==> src/verilog/fpuTypesPkg.sv <==
// scalar types shared by the FPU pipeline slice
//   data word, register address, immediate
//   opcode enum, result-select and forward-select enums
package fpuTypesPkg;

  ////////////////////////////////////////////////////////////////////////////
  // widths with a meaning
  ////////////////////////////////////////////////////////////////////////////

  typedef logic [31:0] fpDataT;   // two's-complement data word
  typedef logic [4:0]  regAdrT;   // 32-entry register file index
  typedef logic [15:0] immT;      // FLI immediate, sign-extended in execute

  ////////////////////////////////////////////////////////////////////////////
  // encodings
  ////////////////////////////////////////////////////////////////////////////

  typedef enum logic [2:0] {
    OP_FLI   = 3'd0,  // rd = sext(imm)
    OP_FADD  = 3'd1,  // rd = x + y
    OP_FSUB  = 3'd2,  // rd = x - y
    OP_FMIN  = 3'd3,  // rd = signed min(x, y)
    OP_FMADD = 3'd4   // rd = x*y + z, late result
  } fpOpT;

  // where the result of an instruction gets formed
  typedef enum logic [1:0] {
    RES_ALU = 2'b00,  // ready leaving execute
    RES_MUL = 2'b01   // finished in memory by the adder
  } resSelT;

  // execute operand source
  typedef enum logic [1:0] {
    FWD_NONE = 2'b00, // register file value latched in decode
    FWD_WB   = 2'b01, // writeback result
    FWD_MEM  = 2'b10  // memory-stage result
  } fwdSelT;

endpackage
==> src/verilog/fpuStagePkg.sv <==
// packed structs moving through the FPU pipeline
//   instruction word at the input
//   decode/execute, execute/memory and memory/writeback registers
//   retirement record seen from outside
package fpuStagePkg;

  import fpuTypesPkg::*;

  // instruction as presented by the source
  typedef struct packed {
    fpOpT   op;
    regAdrT rd;
    regAdrT rs1;   // x
    regAdrT rs2;   // y
    regAdrT rs3;   // z, FMADD only
    immT    imm;   // FLI only
  } fpInstT;

  ////////////////////////////////////////////////////////////////////////////
  // stage registers
  ////////////////////////////////////////////////////////////////////////////

  typedef struct packed {
    logic   valid;     // cleared for a bubble
    fpOpT   op;
    regAdrT rd;
    logic   regWrite;
    resSelT resSel;
    regAdrT adr1;      // source addresses, needed by forwarding in execute
    regAdrT adr2;
    regAdrT adr3;
    fpDataT rData1;    // register file reads taken in decode
    fpDataT rData2;
    fpDataT rData3;
    immT    imm;
  } decExT;

  typedef struct packed {
    logic   valid;
    regAdrT rd;
    logic   regWrite;
    resSelT resSel;
    fpDataT aluRes;    // final for RES_ALU
    fpDataT prod;      // x*y, low 32 bits
    fpDataT addend;    // z
  } exMemT;

  typedef struct packed {
    logic   valid;
    regAdrT rd;
    logic   regWrite;
    fpDataT result;
  } memWbT;

  // retirement, paired with wbValid
  typedef struct packed {
    regAdrT rd;
    fpDataT data;
  } fpWbT;

endpackage

==> src/verilog/fpuPipe.sv <==
// FPU pipeline slice top level
//   operand decode and the decode/execute register with bubble insert
//   execute/memory and memory/writeback registers
//   memory-stage FMADD completion and result select
//   register file, hazard unit and execute stage instances
`timescale 1ns/1ns

module fpuPipe (
  input  logic                clk,
  input  logic                rstN,
  input  logic                instValid,   // inst is presented
  input  fpuStagePkg::fpInstT inst,
  output logic                stallD,      // source holds inst while high
  output logic                wbValid,
  output fpuStagePkg::fpWbT   wb
);

  import fpuTypesPkg::*;
  import fpuStagePkg::*;

  // decode
  logic   xEnD, yEnD, zEnD;   // sources read by the decode instruction
  logic   regWriteD;
  resSelT resSelD;
  fpDataT rd1D, rd2D, rd3D;
  decExT  deN, deQ;

  // execute
  fwdSelT forwardXE, forwardYE, forwardZE;
  logic   regWriteE;
  exMemT  emN, emQ;

  // memory
  logic   regWriteM;
  fpDataT resM;
  memWbT  mwN, mwQ;

  // writeback
  logic   regWriteW;

  ////////////////////////////////////////////////////////////////////////////
  // decode
  ////////////////////////////////////////////////////////////////////////////

  always_comb begin
    xEnD      = 1'b0;
    yEnD      = 1'b0;
    zEnD      = 1'b0;
    regWriteD = 1'b0;
    resSelD   = RES_ALU;
    if (instValid) begin  // hazards only for a presented inst
      regWriteD = 1'b1;   // every op writes rd
      case (inst.op)
        OP_FADD, OP_FSUB, OP_FMIN: begin
          xEnD = 1'b1;
          yEnD = 1'b1;
        end
        OP_FMADD: begin
          xEnD    = 1'b1;
          yEnD    = 1'b1;
          zEnD    = 1'b1;
          resSelD = RES_MUL;  // sum formed in memory
        end
        default: ;            // FLI has no sources
      endcase
    end
  end

  fpuRegFile fpuRegFile_inst (
    .clk   (clk),
    .rstN  (rstN),
    .rs1   (inst.rs1),
    .rs2   (inst.rs2),
    .rs3   (inst.rs3),
    .we    (regWriteW),
    .wAdr  (mwQ.rd),
    .wData (mwQ.result),
    .rd1   (rd1D),
    .rd2   (rd2D),
    .rd3   (rd3D)
  );

  always_comb begin
    deN.valid    = instValid & ~stallD;   // stall turns into a bubble
    deN.op       = inst.op;
    deN.rd       = inst.rd;
    deN.regWrite = regWriteD;
    deN.resSel   = resSelD;
    deN.adr1     = inst.rs1;
    deN.adr2     = inst.rs2;
    deN.adr3     = inst.rs3;
    deN.rData1   = rd1D;
    deN.rData2   = rd2D;
    deN.rData3   = rd3D;
    deN.imm      = inst.imm;
  end

  ////////////////////////////////////////////////////////////////////////////
  // hazards and execute
  ////////////////////////////////////////////////////////////////////////////

  assign regWriteE = deQ.valid & deQ.regWrite;  // bubbles never match
  assign regWriteM = emQ.valid & emQ.regWrite;
  assign regWriteW = mwQ.valid & mwQ.regWrite;

  fpuHazard fpuHazard_inst (
    .adr1D     (inst.rs1),
    .adr2D     (inst.rs2),
    .adr3D     (inst.rs3),
    .xEnD      (xEnD),
    .yEnD      (yEnD),
    .zEnD      (zEnD),
    .adr1E     (deQ.adr1),
    .adr2E     (deQ.adr2),
    .adr3E     (deQ.adr3),
    .rdE       (deQ.rd),
    .regWriteE (regWriteE),
    .resSelE   (deQ.resSel),
    .rdM       (emQ.rd),
    .regWriteM (regWriteM),
    .resSelM   (emQ.resSel),
    .rdW       (mwQ.rd),
    .regWriteW (regWriteW),
    .stallD    (stallD),
    .forwardXE (forwardXE),
    .forwardYE (forwardYE),
    .forwardZE (forwardZE)
  );

  fpuExecute fpuExecute_inst (
    .de        (deQ),
    .forwardXE (forwardXE),
    .forwardYE (forwardYE),
    .forwardZE (forwardZE),
    .resM      (resM),
    .resW      (mwQ.result),
    .em        (emN)
  );

  ////////////////////////////////////////////////////////////////////////////
  // memory and writeback
  ////////////////////////////////////////////////////////////////////////////

  // second half of FMADD and the stage result select
  assign resM = (emQ.resSel == RES_MUL) ? emQ.prod + emQ.addend : emQ.aluRes;

  always_comb begin
    mwN.valid    = emQ.valid;
    mwN.rd       = emQ.rd;
    mwN.regWrite = emQ.regWrite;
    mwN.result   = resM;
  end

  assign wbValid = regWriteW;    // one cycle per retirement
  assign wb.rd   = mwQ.rd;
  assign wb.data = mwQ.result;

  // stage registers where reset clears only the valid bits
  always_ff @(posedge clk) begin
    deQ <= deN;
    emQ <= emN;
    mwQ <= mwN;
    if (!rstN) begin
      deQ.valid <= 1'b0;
      emQ.valid <= 1'b0;
      mwQ.valid <= 1'b0;
    end
  end

  // the source keeps the stalled instruction in place
  assert property (@(posedge clk) disable iff (!rstN)
                   stallD |=> instValid && $stable(inst))
    else $error("stalled decode instruction changed");

  // FMADD moves on to memory so the dependent waits one cycle only
  assert property (@(posedge clk) disable iff (!rstN) stallD |=> !stallD)
    else $error("decode stalled for more than one cycle");

  // the stall keeps every execute source off an FMADD sum still in memory
  assert property (@(posedge clk) disable iff (!rstN)
                   (regWriteE && regWriteM && (emQ.resSel == RES_MUL)) |->
                   !((deQ.op != OP_FLI) && ((deQ.adr1 == emQ.rd) || (deQ.adr2 == emQ.rd))) &&
                   !((deQ.op == OP_FMADD) && (deQ.adr3 == emQ.rd)))
    else $error("execute source needs an FMADD result still in memory");

endmodule

==> src/verilog/fpuExecute.sv <==
// FPU execute stage
//   operand forwarding muxes for x, y and z
//   ALU for FLI, FADD, FSUB and FMIN
//   first half of FMADD, the product and the addend
`timescale 1ns/1ns

module fpuExecute (
  input  fpuStagePkg::decExT  de,
  input  fpuTypesPkg::fwdSelT forwardXE,
  input  fpuTypesPkg::fwdSelT forwardYE,
  input  fpuTypesPkg::fwdSelT forwardZE,
  input  fpuTypesPkg::fpDataT resM,    // memory-stage result
  input  fpuTypesPkg::fpDataT resW,    // writeback result
  output fpuStagePkg::exMemT  em
);

  import fpuTypesPkg::*;

  fpDataT x;
  fpDataT y;
  fpDataT z;
  fpDataT immExt;   // sign-extended FLI immediate
  fpDataT aluRes;

  ////////////////////////////////////////////////////////////////////////////
  // operand select
  ////////////////////////////////////////////////////////////////////////////

  function automatic fpDataT pickOperand(input fwdSelT sel, input fpDataT regVal);
    case (sel)
      FWD_MEM: pickOperand = resM;
      FWD_WB:  pickOperand = resW;
      default: pickOperand = regVal;   // read in decode
    endcase
  endfunction

  assign x = pickOperand(forwardXE, de.rData1);
  assign y = pickOperand(forwardYE, de.rData2);
  assign z = pickOperand(forwardZE, de.rData3);

  ////////////////////////////////////////////////////////////////////////////
  // ALU
  ////////////////////////////////////////////////////////////////////////////

  assign immExt = {{16{de.imm[15]}}, de.imm};

  always_comb begin
    case (de.op)
      OP_FLI:  aluRes = immExt;
      OP_FADD: aluRes = x + y;
      OP_FSUB: aluRes = x - y;
      OP_FMIN: aluRes = ($signed(x) < $signed(y)) ? x : y;  // signed compare
      default: aluRes = '0;        // FMADD result comes from memory
    endcase
  end

  // pass-through and multiply-add first half
  always_comb begin
    em.valid    = de.valid;
    em.rd       = de.rd;
    em.regWrite = de.regWrite;
    em.resSel   = de.resSel;
    em.aluRes   = aluRes;
    em.prod     = x * y;           // low 32 bits kept
    em.addend   = z;
  end

endmodule

==> src/verilog/fpuHazard.sv <==
// FPU hazard unit
//   decode stall when a source waits on an FMADD still in execute
//   per-operand forwarding select for the execute stage
//   ALU results forwarded from memory and late results only from writeback
`timescale 1ns/1ns

module fpuHazard (
  input  fpuTypesPkg::regAdrT adr1D, adr2D, adr3D,  // decode source addresses
  input  logic                xEnD, yEnD, zEnD,     // decode source is read
  input  fpuTypesPkg::regAdrT adr1E, adr2E, adr3E,  // execute source addresses
  input  fpuTypesPkg::regAdrT rdE,
  input  logic                regWriteE,            // valid and writing
  input  fpuTypesPkg::resSelT resSelE,
  input  fpuTypesPkg::regAdrT rdM,
  input  logic                regWriteM,
  input  fpuTypesPkg::resSelT resSelM,
  input  fpuTypesPkg::regAdrT rdW,
  input  logic                regWriteW,
  output logic                stallD,
  output fpuTypesPkg::fwdSelT forwardXE, forwardYE, forwardZE
);

  import fpuTypesPkg::*;

  logic matchDE;   // some decode source is the execute destination
  logic lateE;     // execute holds a writing FMADD

  ////////////////////////////////////////////////////////////////////////////
  // stall
  ////////////////////////////////////////////////////////////////////////////

  assign matchDE = ((adr1D == rdE) & xEnD) |
                   ((adr2D == rdE) & yEnD) |
                   ((adr3D == rdE) & zEnD);
  assign lateE   = regWriteE & (resSelE == RES_MUL);
  assign stallD  = matchDE & lateE;  // writeback forwarding covers the cycle after

  ////////////////////////////////////////////////////////////////////////////
  // forwarding
  ////////////////////////////////////////////////////////////////////////////

  // memory stage wins over writeback since it is younger
  function automatic fwdSelT pickFwd(input regAdrT adrE);
    pickFwd = FWD_NONE;
    if ((adrE == rdM) && regWriteM) begin
      if (resSelM == RES_ALU) pickFwd = FWD_MEM;  // product sum not ready for bypass yet
    end else if ((adrE == rdW) && regWriteW) begin
      pickFwd = FWD_WB;
    end
  endfunction

  assign forwardXE = pickFwd(adr1E);
  assign forwardYE = pickFwd(adr2E);
  assign forwardZE = pickFwd(adr3E);

endmodule

==> src/verilog/fpuRegFile.sv <==
// FPU register file
//   32 words, cleared by reset
//   three combinational reads, one write port
//   write-through bypass so decode sees a same-cycle writeback
`timescale 1ns/1ns

module fpuRegFile (
  input  logic               clk,
  input  logic               rstN,
  input  fpuTypesPkg::regAdrT rs1,    // x read address
  input  fpuTypesPkg::regAdrT rs2,    // y read address
  input  fpuTypesPkg::regAdrT rs3,    // z read address
  input  logic               we,      // writeback strobe
  input  fpuTypesPkg::regAdrT wAdr,
  input  fpuTypesPkg::fpDataT wData,
  output fpuTypesPkg::fpDataT rd1,
  output fpuTypesPkg::fpDataT rd2,
  output fpuTypesPkg::fpDataT rd3
);

  import fpuTypesPkg::*;

  fpDataT regs [32];

  // array value, or the word being written this cycle
  function automatic fpDataT readPort(input regAdrT adr);
    readPort = (we && (wAdr == adr)) ? wData : regs[adr];
  endfunction

  assign rd1 = readPort(rs1);
  assign rd2 = readPort(rs2);
  assign rd3 = readPort(rs3);

  always_ff @(posedge clk) begin
    if (!rstN) begin
      for (int i = 0; i < 32; i++) regs[i] <= '0; // all registers start at zero
    end else if (we) begin
      regs[wAdr] <= wData;
    end
  end

  // a retiring result has to be fully known, else X spreads into every consumer
  assert property (@(posedge clk) disable iff (!rstN) we |-> !$isunknown({wAdr, wData}))
    else $error("register file write with unknown address or data");

endmodule

==> config.mk <==
export PLATFORM = sky130hd
export DESIGN_NAME = fpuPipe
export DESIGN_NICKNAME = d
export VERILOG_FILES = /design/src/verilog/fpuTypesPkg.sv /design/src/verilog/fpuStagePkg.sv /design/src/verilog/fpuPipe.sv /design/src/verilog/fpuExecute.sv /design/src/verilog/fpuHazard.sv /design/src/verilog/fpuRegFile.sv
export SDC_FILE = /design/constraint.sdc
export NUM_CORES = 2
export LEC_CHECK = 0
export BUFFER_PORTS_ARGS = -buffer_cell sky130_fd_sc_hd__buf_2
export CORE_MARGIN = 10
export CORE_UTILIZATION = 35
export DETAILED_ROUTE_END_ITERATION = 10
export SYNTH_ARGS = -nofsm -noshare
export SYNTH_HDL_FRONTEND = slang
export SYNTH_SLANG_ARGS = --single-unit
==> constraint.sdc <==
create_clock -name clk -period 15.1 [get_ports clk]
set_input_delay 1.51 -clock clk [delete_from_list [all_inputs] [get_ports clk]]
set_output_delay 1.51 -clock clk [all_outputs]
set_load 0.02 [all_outputs]
==> metrics.md <==
| Metric | Value |
|---|---|
| Final period utilization | `0.823` |
| Ys flop type | `edfxtp_1` |
| Final setup skew | `0.0396 ns` |
| Status | `finished clean` |
| Crit-path max FO | `7` |
| Max Cap Viol | `0` |
| Post-Syn Instances | `7,131` |
| Hpwl dp | `214 mm` |
| Routability Congestion | `0.944` |
| Worst slack at placement | `2.92 ns` |
| DR WL/cell | `31.9 um` |
| GRT Total Usage | `0.231` |
| Post-CTS Setup Repair Bufs | `0` |
| Synthesis Warnings | `0` |
| Yosys top cell by area | `edfxtp_1` |
| Max_slew headroom | `0.164` |
| Pwr Total | `0.0220 W` |
| DRC | `0` |
| Max Fclk | `80.5 MHz` |
| Area growth, synth to finish | `10.1%` |
| Hold-fix buffers, CTS | `0` |
| Port buffer count | `80` |
| Clock slew at reported path FFs | `0.06 ns` |
| Clock Latency Late Sink | `0.85 ns` |
| Max-slew violations | `0` |
| Vias in the first global route | `64,100` |
| Largest cells by area after synthesis | `edfxtp_1, mux4_2, fa_1` |
| CTS root buf | `clkbuf_16` |
| Final Instance Count excl. Fillers | `10,500` |
| Post-synth EDFFs | `1,024` |
| Core area | `262,000 um2` |
| CTS max path bufs | `3` |
| First-pass GRT wire length | `478 mm` |
| TNS Setup | `0 ns` |
| Via count | `62,600` |
| Num CTS Buffers | `153` |
| Mux cell area share after synthesis | `0.254` |
| Fin. Hold Viols | `0` |
| LEAKAGE | `38.1 nW` |
| Setup CP Type | `reg2reg` |
| CP peak stage delay | `0.92 ns` |
| Worst Path Required | `15.80 ns` |
| Adder-cell share of the synthesized area | `0.119` |
| Post-Syn Area | `91,800 um2` |
| Nets | `7,548` |
| Top cell type's share of synthesized area | `0.335` |
| Final ANT Viol Nets | `0` |
| Share of flip-flops with an asynchronous set or reset | `0` |
| Die X | `532 um` |
| Peak VDD IR | `1220 uV` |
| Initial core utilization | `0.351` |
| Worst endpoint data arrival time | `13.13 ns` |
| Crit-path most repeated cell | `xnor2_1` |
| Vias per inst | `5.96` |
| Cells after DPL | `10,200` |
| Synth Area in XOR/XNOR | `0.0169` |
| RSZ-0062 raised after global routing | `no` |
| Initial antenna violation count | `20` |
| Final hold slack | `0.353 ns` |
| Die H | `532 um` |
| Net Count, Synth | `7,803` |
| Final worst slack | `2.68 ns` |
| Crit-path slowest cell | `o311ai_0` |
| Min-Delay Path Class | `reg2reg` |
| Final global-route overflow total | `0` |
| Num rows | `188` |
| Sequential element share of the synthesized area | `0.396` |
| Worst slew pin tran | `1.25 ns` |
| Syn avg cell area | `12.9 um2` |
| P per Cell Area | `218 nW/um2` |
| Post-synthesis compound-gate area fraction | `0.0489` |
| I/O pin cnt | `81` |
| Iteration-0 DRC Markers | `8,504` |
| Post-Synth Simple-Gate Area | `0.115` |
| Share of cells above drive strength 1 | `0.225` |
| Critical Path Start Type | `flop` |
| Largest net degree at the start of global routing | `104` |
| Tmin final | `12.42 ns` |
| CTS resizes | `0` |
| CTS tree | `yes` |
| Die area | `283,000 um2` |
| Largest family of logic cells by synthesized area | `multiplexers` |
| Final setup fails | `0` |
| Setup crit end kind | `flop` |
| CTS Sinks | `1,305` |
| DRT Wirelength | `336 mm` |
| # H-tree levels | `4` |
| DRT Pass-1 Iters | `6` |
| Unique masters post-synth | `84` |
| Seq cells post-synth | `1,305` |
==> cell families after synthesis <==
group	count (synthesis)
AO/OA/AOI/OAI	688
XOR/XNOR	167
adder cells (fa/ha/maj)	630
buffers and inverters	1182
flip-flops	1305
multiplexers	1123
AND/OR/NAND/NOR	2036
==> cell usage after synthesis (10+ instances only) <==
cell type     n
nand2_1     410
nor3_1       26
ha_1        219
edfxtp_1   1024
a211oi_1     14
a221oi_1     10
nor2b_1      11
o221ai_1     18
o21bai_1     37
fa_1        411
a21oi_1     228
o21ai_0     110
xnor2_1     109
o21a_1       45
buf_1       111
o211ai_1     18
a22oi_1      62
o22a_1       21
nand3_1      25
clkbuf_1    524
mux2i_1     137
mux4_2      960
xor2_1       51
mux2_2       26
dfxtp_1     281
buf_4        37
a21o_1       27
and2_1     1060
nor2_1      445
inv_1       487
a221o_1      22
==> registers in the layout, indices dropped and copies added (netlist names) <==
signal	flops
fpuRegFile_inst.regs	1024
mwQ	2
wb	37
deQ	138
emQ	104
==> final cells by class <==
class	count	area, um2
Fill cell	24400	161000
Multi-Input combinational cell	4644	51500
Sequential cell	1305	36400
Tap cell	3515	4400
Clock buffer	194	4070
Timing Repair Buffer	270	1960
Inverter	502	1890
Clock inverter	85	895
Antenna cell	2	5.00
==> per-stage QoR <==
stage / cell area, um2 / utilization
2_1_floorplan: 91800 / -
3_3_place_gp: 96200 / 0.367
3_5_place_dp: 96200 / 0.367
4_1_cts: 101000 / 0.386
5_1_grt: 101000 / 0.386
6_report: 101000 / 0.386
==> power by group <==
group / switching [W] / internal, W / total [W] / leakage, nW
logic: 0.00847 / 0.00532 / 0.0138 / 22.8
registers: 0.000214 / 0.00426 / 0.00448 / 12.9
clock network: 0.00165 / 0.00210 / 0.00375 / 2.41
total: 0.0103 / 0.0117 / 0.0220 / 38.1
==> worst max-delay path: cells and delay by family (launching register included) <==
family,cells,cell delay [ns]
adder cells (fa/ha/maj),10,4.38
flip-flops,1,0.32
multiplexers,1,0.17
AO/OA/AOI/OAI,9,3.13
AND/OR/NAND/NOR,2,0.32
buffers and inverters,2,0.11
XOR/XNOR,18,3.82
==> cell usage in the layout (no fill, tap or decap), drive strengths merged, types with 6 or more instances in the layout <==
master	count
nor2	446
nand3	25
a31oi	9
nor4	9
o21bai	37
xnor2	110
clkbuf	194
edfxtp	1024
xor2	51
clkinv	72
mux2	26
or3	9
o221ai	18
a21oi	228
mux4	960
nor3	26
a21o	27
and2	1060
inv	501
buf	270
a22oi	62
o21a	46
nand4	9
o22ai	6
ha	219
o211ai	18
o21ai	120
bufinv	10
o22a	21
a221o	22
o31ai	7
a221oi	10
mux2i	137
dfxtp	281
fa	411
a211oi	14
nor2b	11
nand2	410
==> metal layers <==
metal  GRT usage  up-vias  routed length [um]
met3      0.0763      909               43700
met2       0.353     4211              150000
met5           0        -                  36
met1       0.301    32200              125000
met4      0.0979        6               16900
li1            -    25300                   -
==> worst paths after layout <==
kind                start       to  slack (ns)  depth (start not counted)
setup / recovery  emQ[32]  emQ[63]        2.68                         42
hold / removal    emQ[98]  mwQ[32]        0.35                          0
setup reg to reg  emQ[32]  emQ[63]        2.68                         42
hold reg to reg   emQ[98]  mwQ[32]        0.35                          0
No activity file was read; power rests on OpenSTA's default activity.
